$ cat src/hw/psram_pkg.sv
package psram_pkg;

    typedef logic [31:0] addr_t;
    typedef logic [15:0] data_t;
    typedef logic [1:0]  mask_t;
    typedef logic [11:0] beat_cnt_t;

    typedef enum logic [2:0] {
        CFG_POWER_WAIT,
        CFG_GLOBAL_RESET,
        CFG_RESET_HOLD,
        CFG_REG_WRITE,
        CFG_CPH_WAIT,
        CFG_READY
    } cfg_state_e;

    typedef enum logic [3:0] {
        ACC_IDLE,
        ACC_WAIT_GRANT,
        ACC_COMMAND,
        ACC_ADDRESS,
        ACC_LATENCY,
        ACC_WRITE_DATA,
        ACC_READ_DATA,
        ACC_FINISH,
        ACC_CPH_WAIT
    } acc_state_e;

    // command bytes
    localparam logic [7:0] CMD_GLOBAL_RESET = 8'hff;
    localparam logic [7:0] CMD_REG_WRITE    = 8'hc0;
    localparam logic [7:0] CMD_LINEAR_WRITE = 8'ha0;
    localparam logic [7:0] CMD_LINEAR_READ  = 8'h20;

    // mode register addresses
    localparam logic [7:0] MR0_ADDR = 8'h00;
    localparam logic [7:0] MR4_ADDR = 8'h04;
    localparam logic [7:0] MR8_ADDR = 8'h08;

    function automatic logic [2:0] latency_code(input int latency);
        case (latency)
            3:       return 3'd0;
            4:       return 3'd1;
            5:       return 3'd2;
            6:       return 3'd3;
            7:       return 3'd4;
            default: return 3'd2;
        endcase
    endfunction

    function automatic logic [1:0] burst_code(input int burst_len);
        case (burst_len)
            32:      return 2'd1;
            64:      return 2'd2;
            default: return 2'd0;
        endcase
    endfunction

endpackage

$ cat src/hw/psram_access.sv
`timescale 1ns/1ps

module psram_access #(
    parameter int CPH_CYCLES = 6,
    parameter int LATENCY    = 5,
    parameter int BURST_LEN  = 16
) (
    input  logic              sys_clk,
    input  logic              sys_rst,
    input  logic              psram_exe,
    input  logic              rw_ctrl,
    input  psram_pkg::addr_t  addr_in,
    input  psram_pkg::data_t  wr_data,
    input  psram_pkg::mask_t  wr_mask,
    input  logic              beat,
    input  logic              period_end,
    input  logic              bus_gnt,
    input  psram_pkg::data_t  dq_in,
    input  psram_pkg::mask_t  dm_in,
    output logic              bus_req,
    output psram_pkg::data_t  dq_out,
    output psram_pkg::mask_t  dm_out,
    output logic              dq_oe,
    output logic              ce,
    output logic              clk_run,
    output logic              wr_req,
    output psram_pkg::data_t  rd_data,
    output logic              rd_valid,
    output logic              done
);

    import psram_pkg::*;

    acc_state_e state;
    acc_state_e next_state;
    beat_cnt_t  phase_cnt;
    beat_cnt_t  beat_cnt;
    logic       phase_done;
    addr_t      addr_reg;
    logic       is_write;
    logic       dm_d0;
    logic       dm_edge;

    assign clk_run = (state == ACC_COMMAND) || (state == ACC_ADDRESS)
                     || (state == ACC_LATENCY) || (state == ACC_WRITE_DATA)
                     || (state == ACC_READ_DATA);
    assign ce      = !(clk_run || state == ACC_FINISH);
    assign bus_req = (state != ACC_IDLE);
    assign wr_req  = (state == ACC_WRITE_DATA) && beat;
    assign done    = (state == ACC_CPH_WAIT) && phase_done;
    assign dm_edge = (state == ACC_READ_DATA) && (dm_in[0] != dm_d0)
                     && (beat_cnt != beat_cnt_t'(BURST_LEN));

    // lags the state by a cycle so the last address byte holds through its falling edge
    // for a read the memory owns dq from the latency phase on
    always_ff @(posedge sys_clk) begin
        if (!sys_rst) begin
            dq_oe <= 1'b0;
        end else begin
            dq_oe <= (state == ACC_COMMAND) || (state == ACC_ADDRESS)
                     || (is_write && (state == ACC_LATENCY || state == ACC_WRITE_DATA));
        end
    end

    always_comb begin
        phase_done = 1'b0;
        next_state = state;
        case (state)
            ACC_IDLE: begin
                phase_done = psram_exe;
                next_state = ACC_WAIT_GRANT;
            end
            ACC_WAIT_GRANT: begin
                phase_done = bus_gnt;
                next_state = ACC_COMMAND;
            end
            ACC_COMMAND: begin
                phase_done = period_end;
                next_state = ACC_ADDRESS;
            end
            ACC_ADDRESS: begin
                phase_done = period_end && (phase_cnt == beat_cnt_t'(1));
                next_state = ACC_LATENCY;
            end
            ACC_LATENCY: begin
                phase_done = period_end && (phase_cnt == beat_cnt_t'(LATENCY - 1));
                next_state = is_write ? ACC_WRITE_DATA : ACC_READ_DATA;
            end
            ACC_WRITE_DATA: begin
                phase_done = period_end && (phase_cnt == beat_cnt_t'(BURST_LEN / 2 - 1));
                next_state = ACC_FINISH;
            end
            ACC_READ_DATA: begin
                phase_done = (beat_cnt == beat_cnt_t'(BURST_LEN));
                next_state = ACC_FINISH;
            end
            ACC_FINISH: begin
                phase_done = 1'b1;
                next_state = ACC_CPH_WAIT;
            end
            default: begin
                phase_done = (phase_cnt == beat_cnt_t'(CPH_CYCLES - 1));
                next_state = ACC_IDLE;
            end
        endcase
    end

    // memory clocks while clocked, sys_clk cycles during cph_wait
    always_ff @(posedge sys_clk) begin
        if (!sys_rst) begin
            state     <= ACC_IDLE;
            phase_cnt <= '0;
        end else if (phase_done) begin
            state     <= next_state;
            phase_cnt <= '0;
        end else if ((clk_run && period_end) || state == ACC_CPH_WAIT) begin
            phase_cnt <= phase_cnt + 1'b1;
        end
    end

    always_ff @(posedge sys_clk) begin
        if (state == ACC_IDLE && psram_exe) begin
            addr_reg <= addr_in;
            is_write <= rw_ctrl;
        end
    end

    // address bytes and read strobe edges
    always_ff @(posedge sys_clk) begin
        if (!sys_rst) begin
            beat_cnt <= '0;
        end else if (state == ACC_ADDRESS && beat) begin
            beat_cnt <= beat_cnt + 1'b1;
        end else if (dm_edge) begin
            beat_cnt <= beat_cnt + 1'b1;
        end else if (state == ACC_COMMAND || state == ACC_LATENCY) begin
            beat_cnt <= '0;
        end
    end

    always_ff @(posedge sys_clk) begin
        if (state == ACC_IDLE) begin
            dq_out <= '0;
            dm_out <= '0;
        end else if (beat) begin
            dm_out <= '0;
            case (state)
                ACC_COMMAND:
                    dq_out <= {8'h00, is_write ? CMD_LINEAR_WRITE : CMD_LINEAR_READ};
                ACC_ADDRESS:
                    dq_out <= {8'h00, addr_reg[31 - 8 * beat_cnt[1:0] -: 8]};
                ACC_WRITE_DATA: begin
                    dq_out <= wr_data;
                    dm_out <= wr_mask;
                end
                default: dq_out <= '0;
            endcase
        end
    end

    always_ff @(posedge sys_clk) begin
        if (!sys_rst) begin
            dm_d0    <= 1'b0;
            rd_valid <= 1'b0;
        end else begin
            dm_d0    <= dm_in[0];
            rd_valid <= dm_edge;
        end
    end

    always_ff @(posedge sys_clk) begin
        if (dm_edge) begin
            rd_data <= dq_in;
        end
    end

endmodule

$ cat config.mk
export PLATFORM = sky130hd
export DESIGN_NAME = psram_access
export DESIGN_NICKNAME = d
export VERILOG_FILES = /design/src/hw/psram_pkg.sv /design/src/hw/psram_access.sv
export SDC_FILE = /design/constraint.sdc
export NUM_CORES = 1
export LEC_CHECK = 0
export ABC_CLOCK_PERIOD_IN_PS = 7500
export BUFFER_PORTS_ARGS = -buffer_cell sky130_fd_sc_hd__buf_2
export CORE_MARGIN = 2
export CORE_UTILIZATION = 48
export CTS_BUF_LIST = sky130_fd_sc_hd__clkbuf_8
export DETAILED_ROUTE_END_ITERATION = 7
export MAX_ROUTING_LAYER = met4
export PLACE_DENSITY = 0.74
export SLEW_MARGIN = 15
export SYNTH_ARGS = -nofsm -noshare
export SYNTH_HDL_FRONTEND = slang
export SYNTH_SLANG_ARGS = --single-unit
$ cat constraint.sdc
create_clock -name sys_clk -period 7.5 [get_ports sys_clk]
set_input_delay 0.75 -clock sys_clk [delete_from_list [all_inputs] [get_ports sys_clk]]
set_output_delay 0.75 -clock sys_clk [all_outputs]
set_load 0.05 [all_outputs]
======== Word-level counts from Yosys, hierarchy flattened ========
Index checks and enable logic that the tools add are counted.
Widths: inputs -> output; s select.
storage, ports and cells
  register bits after elaboration ......... 98
  word-level logic and storage cells ...... 66
cells by class
  $add $sub $neg .......................... 3
  equality and inequality tests ........... 15
  shifts and indexed selects .............. 1
  mux-type cells .......................... 9
  bitwise gates (word level) .............. 1
  reductions and logical operators ........ 26
operators with widths
  cell                   number
  $pmux 16 s3            1
  $shiftx 39x33->8       1
  $eq 12x3->1 const B    3
  $mux 12                3
  $pmux 4 s7             1
  $add 12x1->12 const B  2
  $eq 4x3->1 const B     4
  $eq 12x1->1 const B    1
  $eq 12x5->1 const B    1
  $ne 12x5->1 const B    1
  $logic_and 1x1->1      11
  $logic_or 1x1->1       9
  $eq 4x2->1 const B     2
  $mux 8                 1
  $pmux 1 s8             1
  $sub 5x5->6 const A    1
  $eq 4x1->1 const B     1
  $eq 4x4->1 const B     1
  $logic_not 4->1        1
  $mux 2                 2
  $reduce_bool 4->1      1
  $reduce_or 2->1        2
  $reduce_bool 3->1      1
  $logic_not 1->1        1
  2 further kinds        2

======== Depth between registers and ports, before layout ========
Gate-level depths: netlist (run 1).
  depth after elaboration ................. 7
  depth in mapped cells ................... 10
  depth with buffers taken out ............ 7

======== Worst setup path before layout (run 1) ========
Ideal clock, no wire load.
  path kind ............................... in2out
  from .................................... input port period_end
  to ...................................... output port done
  arrival time ............................ 1.990 ns
  path slack .............................. 4.760 ns
  stages .................................. 5
  cells stage by stage .................... nor4b_1 -> o31ai_1 -> a2111oi_4 -> or2_2 -> and2_1
on the way
  longest elaborated chain between the ends .. 3
  elaborated cells on any way between the ends .. 5
  classes of those cells .................. mux (1); reduce/logical (4)
ends and longest elaborated chain
  what                                  RTL line                                                    text
  start, declared                       psram_access.sv:16                                          input logic period_end,
  $logic_and 1x1->1 (on tied branches)  psram_access.sv:90, psram_access.sv:82, psram_access.sv:86
  $pmux 1 s8 *                          psram_access.sv:68                                          case (state)
  $logic_and 1x1->1 *                   psram_access.sv:50                                          assign done = (state == ACC_CPH_WAIT) && phase_done;
  end, declared                         psram_access.sv:29                                          output logic done
Every way passes the cells marked *; elsewhere a longest branch is shown, timed or not.

======== Worst setup path after layout (run 1) ========
  from .................................... register state[0]
  to ...................................... output port done
on the way
  longest elaborated chain between the ends .. 3
  elaborated cells on any way between the ends .. 11
  classes of those cells .................. eq/ne (8); mux (1); reduce/logical (2)
ends and longest elaborated chain
  what                                RTL line             text
  start, declared                     psram_access.sv:34   acc_state_e state;
  start signal, assigned              psram_access.sv:114  state <= next_state;
  $eq 4x3->1 (tied with other cells)  psram_access.sv:68
  $pmux 1 s8                          psram_access.sv:68
  $logic_and 1x1->1 *                 psram_access.sv:50
Marks and branches as above.

==> results of run 1 <==
where the power goes:
part / internal, mW / total (mW) / switching [mW]
combinational: 0.0558 / 0.157 / 0.101
sequential: 0.599 / 0.621 / 0.0223
clock: 0.126 / 0.319 / 0.193
total: 0.780 / 1.10 / 0.317
cells in the mapped netlist (4+ instances only):
library cell and count:
nand4_1 6, dfxtp_1 49, buf_4 5, mux4_2 8, xor2_1 5, nor3_1 5, clkbuf_1 11, a31oi_1 5
ha_1 4, and3_1 5, a211oi_1 6, buf_2 5, o21ai_0 7, nand2b_1 5, nor2_1 48, inv_1 9
nor2b_1 4, nor4_1 4, nand3_1 16, a21oi_1 15, edfxtp_1 49, and2_1 5, o211ai_1 4, a22oi_1 18
nand2_1 19, xnor2_1 6
critical path, delay by kind of cell, from the launching register on:
family	cells	cell delay [ps]
AND/OR/NAND/NOR	3	540
AO/OA/AOI/OAI	2	760
buffers and inverters	1	250
flip-flops	1	830
metrics by stage:
stage	utilization	setup slack, ps	hold WS [ps]
floorplan	-	4760	475.1
global placement	0.5647	4428	463.1
detailed placement	0.5647	4411	476.6
CTS	0.5856	3994	504.2
global route	0.5856	3795	527.1
finish	0.5856	4003	503.1
cells by family (layout without fill, tap and decap cells):
kind of cell / Yosys count / count (layout) / share of synthesized area
flops: 98 / 98 / 0.5731
compound gates: 82 / 82 / 0.1488
simple gates: 134 / 134 / 0.1611
fa+ha+maj: 4 / 4 / 0.01170
buf+inv: 32 / 143 / 0.03567
mux: 10 / 10 / 0.04708
xor+xnor: 11 / 11 / 0.02251
routing by layer:
layer / part of all wire / wire length [um]
met2: 0.48 / 4431
met4: 0.026 / 235
met3: 0.055 / 503
met5: 0 / 0
met1: 0.44 / 3991
layout make-up:
| cell class | count | area [um^2] | share of cell area |
|---|---|---|---|
| Timing Repair Buffer | 117 | 593.1 | 0.1167 |
| Inverter | 10 | 37.54 | 0.007386 |
| Clock inverter | 7 | 57.56 | 0.01132 |
| Multi-Input combinational cell | 241 | 1683 | 0.3311 |
| Tap cell | 108 | 135.1 | 0.02659 |
| Clock buffer | 9 | 123.9 | 0.02437 |
| Sequential cell | 98 | 2452 | 0.4825 |
how the worst max path moves through the flow:
stage | end | cells after the start | slack, ps
3_5_place_dp | done | 8 | 4410
3_3_place_gp | done | 6 | 4430
5_1_grt | done | 8 | 3800
4_1_cts | done | 6 | 3990
2_1_floorplan | done | 5 | 4760
6_report | done | 6 | 4000
==> summary.txt, run 1 <==
Run status
  – Status: complete, no violations

Clock tree
  – Post-CTS setup buffer count: 0
  – Clock buffer depth: 2
  – CTS tree: yes
  – Post-CTS Resized: 0
  – Cts hold-fix bufs: 0
  – Root Buffer: clkbuf_8
  – CTS buffer count: 9
  – CTS Sinks: 98
  – Max H-tree Level: 3
  – Clk_lat worst skew: 370 ps
  – Worst-path clk slew: 100 ps

Worst setup path
  – Worst setup path startpoint: state[0]$_SDFFE_PN0P_
  – R2R setup slack: 4950 ps
  – Worst R2R End: phase_cnt[1]$_SDFFE_PP0P_
  – CP peak stage delay: 830 ps
  – R2R Path Start: state[0]$_SDFFE_PN0P_
  – Worst Path Arrival: 2750 ps
  – Worst Path Required: 6750 ps
  – Slowest CP cell: dfxtp_1
  – R2R cell count: 5
  – Crit. End Element: primary output
  – Startpoint types: flip-flop
  – Critical-path cell list: nand3b_2 > o32a_1 > a2111oi_4 > or2_2 > and2_1 > buf_2
  – Crit Path Class: flip-flop to primary output
  – Critical-path maximum fanout: 21

GRT
  – Initial antenna violation count: 0
  – Global-route wire length before repair: 15260 um
  – GRT Util Overall: 0.2006
  – Vias in the first global route: 3229
  – M2 GR Usage: 0.3260
  – GR Util met1: 0.2491
  – Largest net degree at the start of global routing: 34
  – Grt ovf: 0
  – GRT Max-Usage Layer: met2
  – GR Layer Usage met3: 0.03972

Layout
  – Fraction of layout cells with a size suffix above 1: 0.3216
  – ANT cells: 0
  – Layout area overhead: 18.77%
  – Final #Nets: 556
  – Most frequent cells in the layout: 114 x buf_2, 49 x edfxtp_1, 49 x dfxtp_1
  – Final Cell Area: 0.005082 mm^2
  – Final Non-Filler Cells: 590
  – Commonest non-fill, non-tap cell in the layout: buf_2
  – Fill count: 730
  – Max FFs per register: 32

Detailed routing
  – Drt total wl: 9162 um
  – Pre-antenna DRT Iters: 4
  – Number of remaining DRC errors: 0
  – First DRT Iteration DRCs: 127
  – Routed Antenna Nets: 0
  – Via count: 3327
  – Via density: 5.639
  – Wire per inst: 15.53 um

Die
  – Die Area: 0.009687 mm^2
  – IO Pins: 116
  – Die Ht: 98.42 um
  – Chip Width: 98.42 um
  – # rows: 34
  – Initial Utilization: 0.4931
  – Core Region: 0.008678 mm^2

Synthesis
  – Yosys reg bits: 98
  – Yosys warns: 0
  – Synthesized area per cell: 11.53 um^2
  – Post-synth net total: 450
  – Sequential share of the synthesized area: 0.5731
  – Post-synth cell types: 63
  – Area share of the largest cell type after synthesis: 0.3439
  – Syn Inst Count: 371
  – Leading area contributor after synthesis: edfxtp_1
  – Cell Area, Synth: 0.004279 mm^2
  – Post-synth top flop: edfxtp_1
  – Post-synth EDFFs: 49
  – Largest cells by area after synthesis: edfxtp_1 34%, dfxtp_1 23%, mux4_2 4.2%
  – Async SR Flop Fraction: 0

Place
  – Placed cells: 574
  – Post-DP HPWL: 6608 um
  – Number of port buffers: 114
  – Gpl congestion: 0.8493
  – Post-DP Area: 0.004901 mm^2

Min path
  – Hold Crit Start: dq_out[4]$_SDFFE_PP0P_
  – WHS Path Cells: 2
  – Worst Hold Class: flip-flop to flip-flop
  – Worst hold endpoint: dq_out[4]$_SDFFE_PP0P_

STA
  – Setup_tns: 0 ps
  – Relative slew slack: 0.3360
  – RSZ-0062 raised after global routing: false
  – Fmax achieved: 285.9 MHz
  – Final Cycle Share: 0.4663
  – Worst Skew: 17.22 ps
  – Hold Fails Final Rpt: 0
  – Fin crit period: 3497 ps
  – Final setup viols: 0
  – Slew Viols, Final: 0
  – Worst-margin pin slew: 988.6 ps

Pwr
  – Peak VDD IR: 0.0001244 V
  – Total power: 1.097 mW
  – Static Leak: 1.900 nW
  – Pwr/cell area: 215.9 mW/mm^2

Flow run
  – Max cap viols: 0
Note: power is estimated with default switching activity, not from simulation.
==> inputs of run 2 (changes only) <==
--- a/config.mk
+++ b/config.mk
@@ -5,14 +5,14 @@
 export SDC_FILE = /design/constraint.sdc
 export NUM_CORES = 1
 export LEC_CHECK = 0
-export ABC_CLOCK_PERIOD_IN_PS = 7500
+export ABC_CLOCK_PERIOD_IN_PS = 3000
 export BUFFER_PORTS_ARGS = -buffer_cell sky130_fd_sc_hd__buf_2
 export CORE_MARGIN = 2
 export CORE_UTILIZATION = 48
 export CTS_BUF_LIST = sky130_fd_sc_hd__clkbuf_8
 export DETAILED_ROUTE_END_ITERATION = 7
 export MAX_ROUTING_LAYER = met4
-export PLACE_DENSITY = 0.74
+export PLACE_DENSITY = 0.77
 export SLEW_MARGIN = 15
 export SYNTH_ARGS = -nofsm -noshare
 export SYNTH_HDL_FRONTEND = slang
==> constraint.sdc (replaced) <==
create_clock -name sys_clk -period 3 [get_ports sys_clk]
set_input_delay 0.3 -clock sys_clk [delete_from_list [all_inputs] [get_ports sys_clk]]
set_output_delay 0.3 -clock sys_clk [all_outputs]
set_load 0.05 [all_outputs]
==> summary.txt, run 2 (synthesis results as in run 1) <==
GRT
  – M2 GR Usage: 0.3030 (-0.02302)
  – Global-route wire length before repair: 14580 um (-4.5%)
  – GR Util met1: 0.2482 (-0.0008252)
  – GRT Max-Usage Layer: met2
  – GR Layer Usage met3: 0.05461 (+0.01489)
  – Largest net degree at the start of global routing: 34 (unchanged)
  – Grt ovf: 0 (unchanged)
  – Vias in the first global route: 3099 (-4.0%)
  – Initial antenna violation count: 0 (unchanged)
  – GRT Util Overall: 0.1936 (-0.007061)

Layout
  – Final #Nets: 561 (+0.90%)
  – Max FFs per register: 32 (unchanged)
  – Fraction of layout cells with a size suffix above 1: 0.3326 (+0.01107)
  – Fin util: 0.5900 (+0.004325)
  – Commonest non-fill, non-tap cell in the layout: buf_2
  – Layout area overhead: 19.65%
  – Most frequent cells in the layout: 114 x buf_2, 49 x edfxtp_1, 48 x nor2_1, 48 x dfxtp_1, 19 x nand2_1
  – ANT cells: 0 (unchanged)
  – Final Cell Area: 0.005120 mm^2 (+0.74%)

Detailed routing
  – First DRT Iteration DRCs: 117 (-7.9%)
  – Wire per inst: 14.86 um (-4.3%)
  – Via count: 3297 (-0.90%)
  – Via density: 5.541 (-1.7%)
  – Drt total wl: 8844 um (-3.5%)
  – Pre-antenna DRT Iters: 4 (unchanged)
  – Routed Antenna Nets: 0 (unchanged)
  – Number of remaining DRC errors: 0 (unchanged)

STA
  – Worst Skew: 8.577 ps (-8.646 ps)
  – RSZ-0062 raised after global routing: false
  – WHS: 96.95 ps (-406.2 ps)
  – Slew Viols, Final: 0 (unchanged)
  – Relative slew slack: 0.4259 (+0.08995)
  – Setup_tns: 0 ps (unchanged)
  – Final setup viols: 0 (unchanged)
  – Final Cycle Share: 0.9141
  – Hold Fails Final Rpt: 0 (unchanged)
  – Fin crit period: 2742 ps
  – Worst-margin pin slew: 855.4 ps (-133.2 ps)
  – Fmax achieved: 364.7 MHz

Worst setup path
  – CP peak stage delay: 590 ps (-240 ps)
  – Crit. End Element: primary output
  – Slowest CP cell: dfxtp_1
  – Family with the most delay on the worst path: compound AO/OA/AOI/OAI gates
  – Critical-path cell list: nand3b_2 > o32a_1 > a2111oi_4 > or2_2 > and2_1 > buf_2
  – R2R cell count: 5 (unchanged)
  – Worst Path Arrival: 2440 ps (-310 ps)
  – Crit Path Class: flip-flop to primary output
  – Critical path buffer and inverter count: 1 (unchanged)
  – CP Depth: 6 (unchanged)
  – Startpoint types: flip-flop
  – Worst Path Required: 2700 ps (-4050 ps)
  – Critical-path maximum fanout: 13 (-38%)

Min path
  – Worst Hold Class: input port to flip-flop
  – WHS Path Cells: 1 (-1)

Clock tree
  – CTS buffer count: 9 (unchanged)
  – CTS Sinks: 98 (unchanged)
  – Clk_lat worst skew: 370 ps (about the same)
  – Clock buffer depth: 2 (unchanged)
  – Post-CTS setup buffer count: 0 (unchanged)
  – Worst-path clk slew: 100 ps (about the same)
  – CTS tree: yes
  – Max H-tree Level: 3 (unchanged)
  – Root Buffer: clkbuf_8

Pwr
  – Switch share: 0.2889 (about the same)
  – Reg power frac: 0.556 (-0.010)
  – P_sw: 0.8009 mW (+150%)
  – Int Power: 1.972 mW (+150%)
  – Static Leak: 1.932 nW (+1.7%)
  – Total power: 2.772 mW (+150%)
  – Peak VDD IR: 0.0003109 V (+150%)
  – Comb pwr share: 0.146 (+0.003)
  – Pwr/cell area: 541.5 mW/mm^2 (+150%)
  – Clock share of power: 0.299 (+0.008)

Place
  – Number of port buffers: 114 (unchanged)
  – Gpl congestion: 0.8513 (+0.24%)
  – Post-DP Area: 0.004930 mm^2 (+0.59%)
  – Post-DP HPWL: 6442 um (-2.5%)

Run status
  – Status: complete, no violations

Die
  – # rows: 34 (unchanged)
  – Die Ht: 98.42 um (unchanged)
  – Initial Utilization: 0.4931 (unchanged)
  – IO Pins: 116 (unchanged)
  – Die Area: 0.009687 mm^2 (unchanged)
  – Core Region: 0.008678 mm^2 (unchanged)
  – Chip Width: 98.42 um (unchanged)

Flow run
  – Max cap viols: 0 (unchanged)
## run 2: layout make-up
type / instances / area (um^2)
clock buffers: 9 / 123.9
clock inverters: 7 / 65.06
flip-flops and latches: 98 / 2454
well taps: 108 / 135.1
repair buffers: 122 / 630.6
fillers: 726 / 3558
multi-input cells: 241 / 1674
inverters: 10 / 37.54
## run 2: path summary, 6_finish.rpt
check                                       startpoint                         to  slack (ps)
worst min-delay path                       addr_in[11]     addr_reg[11]$_DFFE_PP_         100
worst max-delay path             state[1]$_SDFFE_PN0P_                       done         260
worst min register to register  dq_out[0]$_SDFFE_PP0P_     dq_out[0]$_SDFFE_PP0P_         500
worst max register to register   state[1]$_SDFFE_PN0P_  beat_cnt[11]$_SDFFE_PN0P_         580
## run 2: power by group through the flow
stage	Combinational [mW]	Clock, mW	Sequential [mW]
5_1_grt	0.444	0.901	1.55
4_1_cts	0.408	0.851	1.54
3_5_place_dp	0.407	0	1.57
2_1_floorplan	0.292	0	1.56
3_3_place_gp	0.398	0	1.57
6_report	0.404	0.828	1.54
## run 2: per-stage QoR
step	instances	worst slack (ps)
after floorplan	371	534.2
after global placement	579	599.7
after detailed placement	579	589.3
after CTS	595	163.3
after global routing	595	33.97
final	595	257.6
## run 2: worst reg2reg max path: stages (launching register included)
cell     delay, ps
dfxtp_1        590
and2b_1        500
nand3_1        160
o21ai_1        490
or3b_1         430
a31oi_1        180
## run 2: layer usage
layer	up-vias	part of all wire
met5	-	0
met4	0	0.019
met3	14	0.055
met2	103	0.48
met1	1564	0.44
li1	1616	-
## run 2: repair_timing
item / CTS / global route
endpoints found under the setup margin: 0 / 1
resized for setup: 0 / 1
hold buffers: 0 / 0
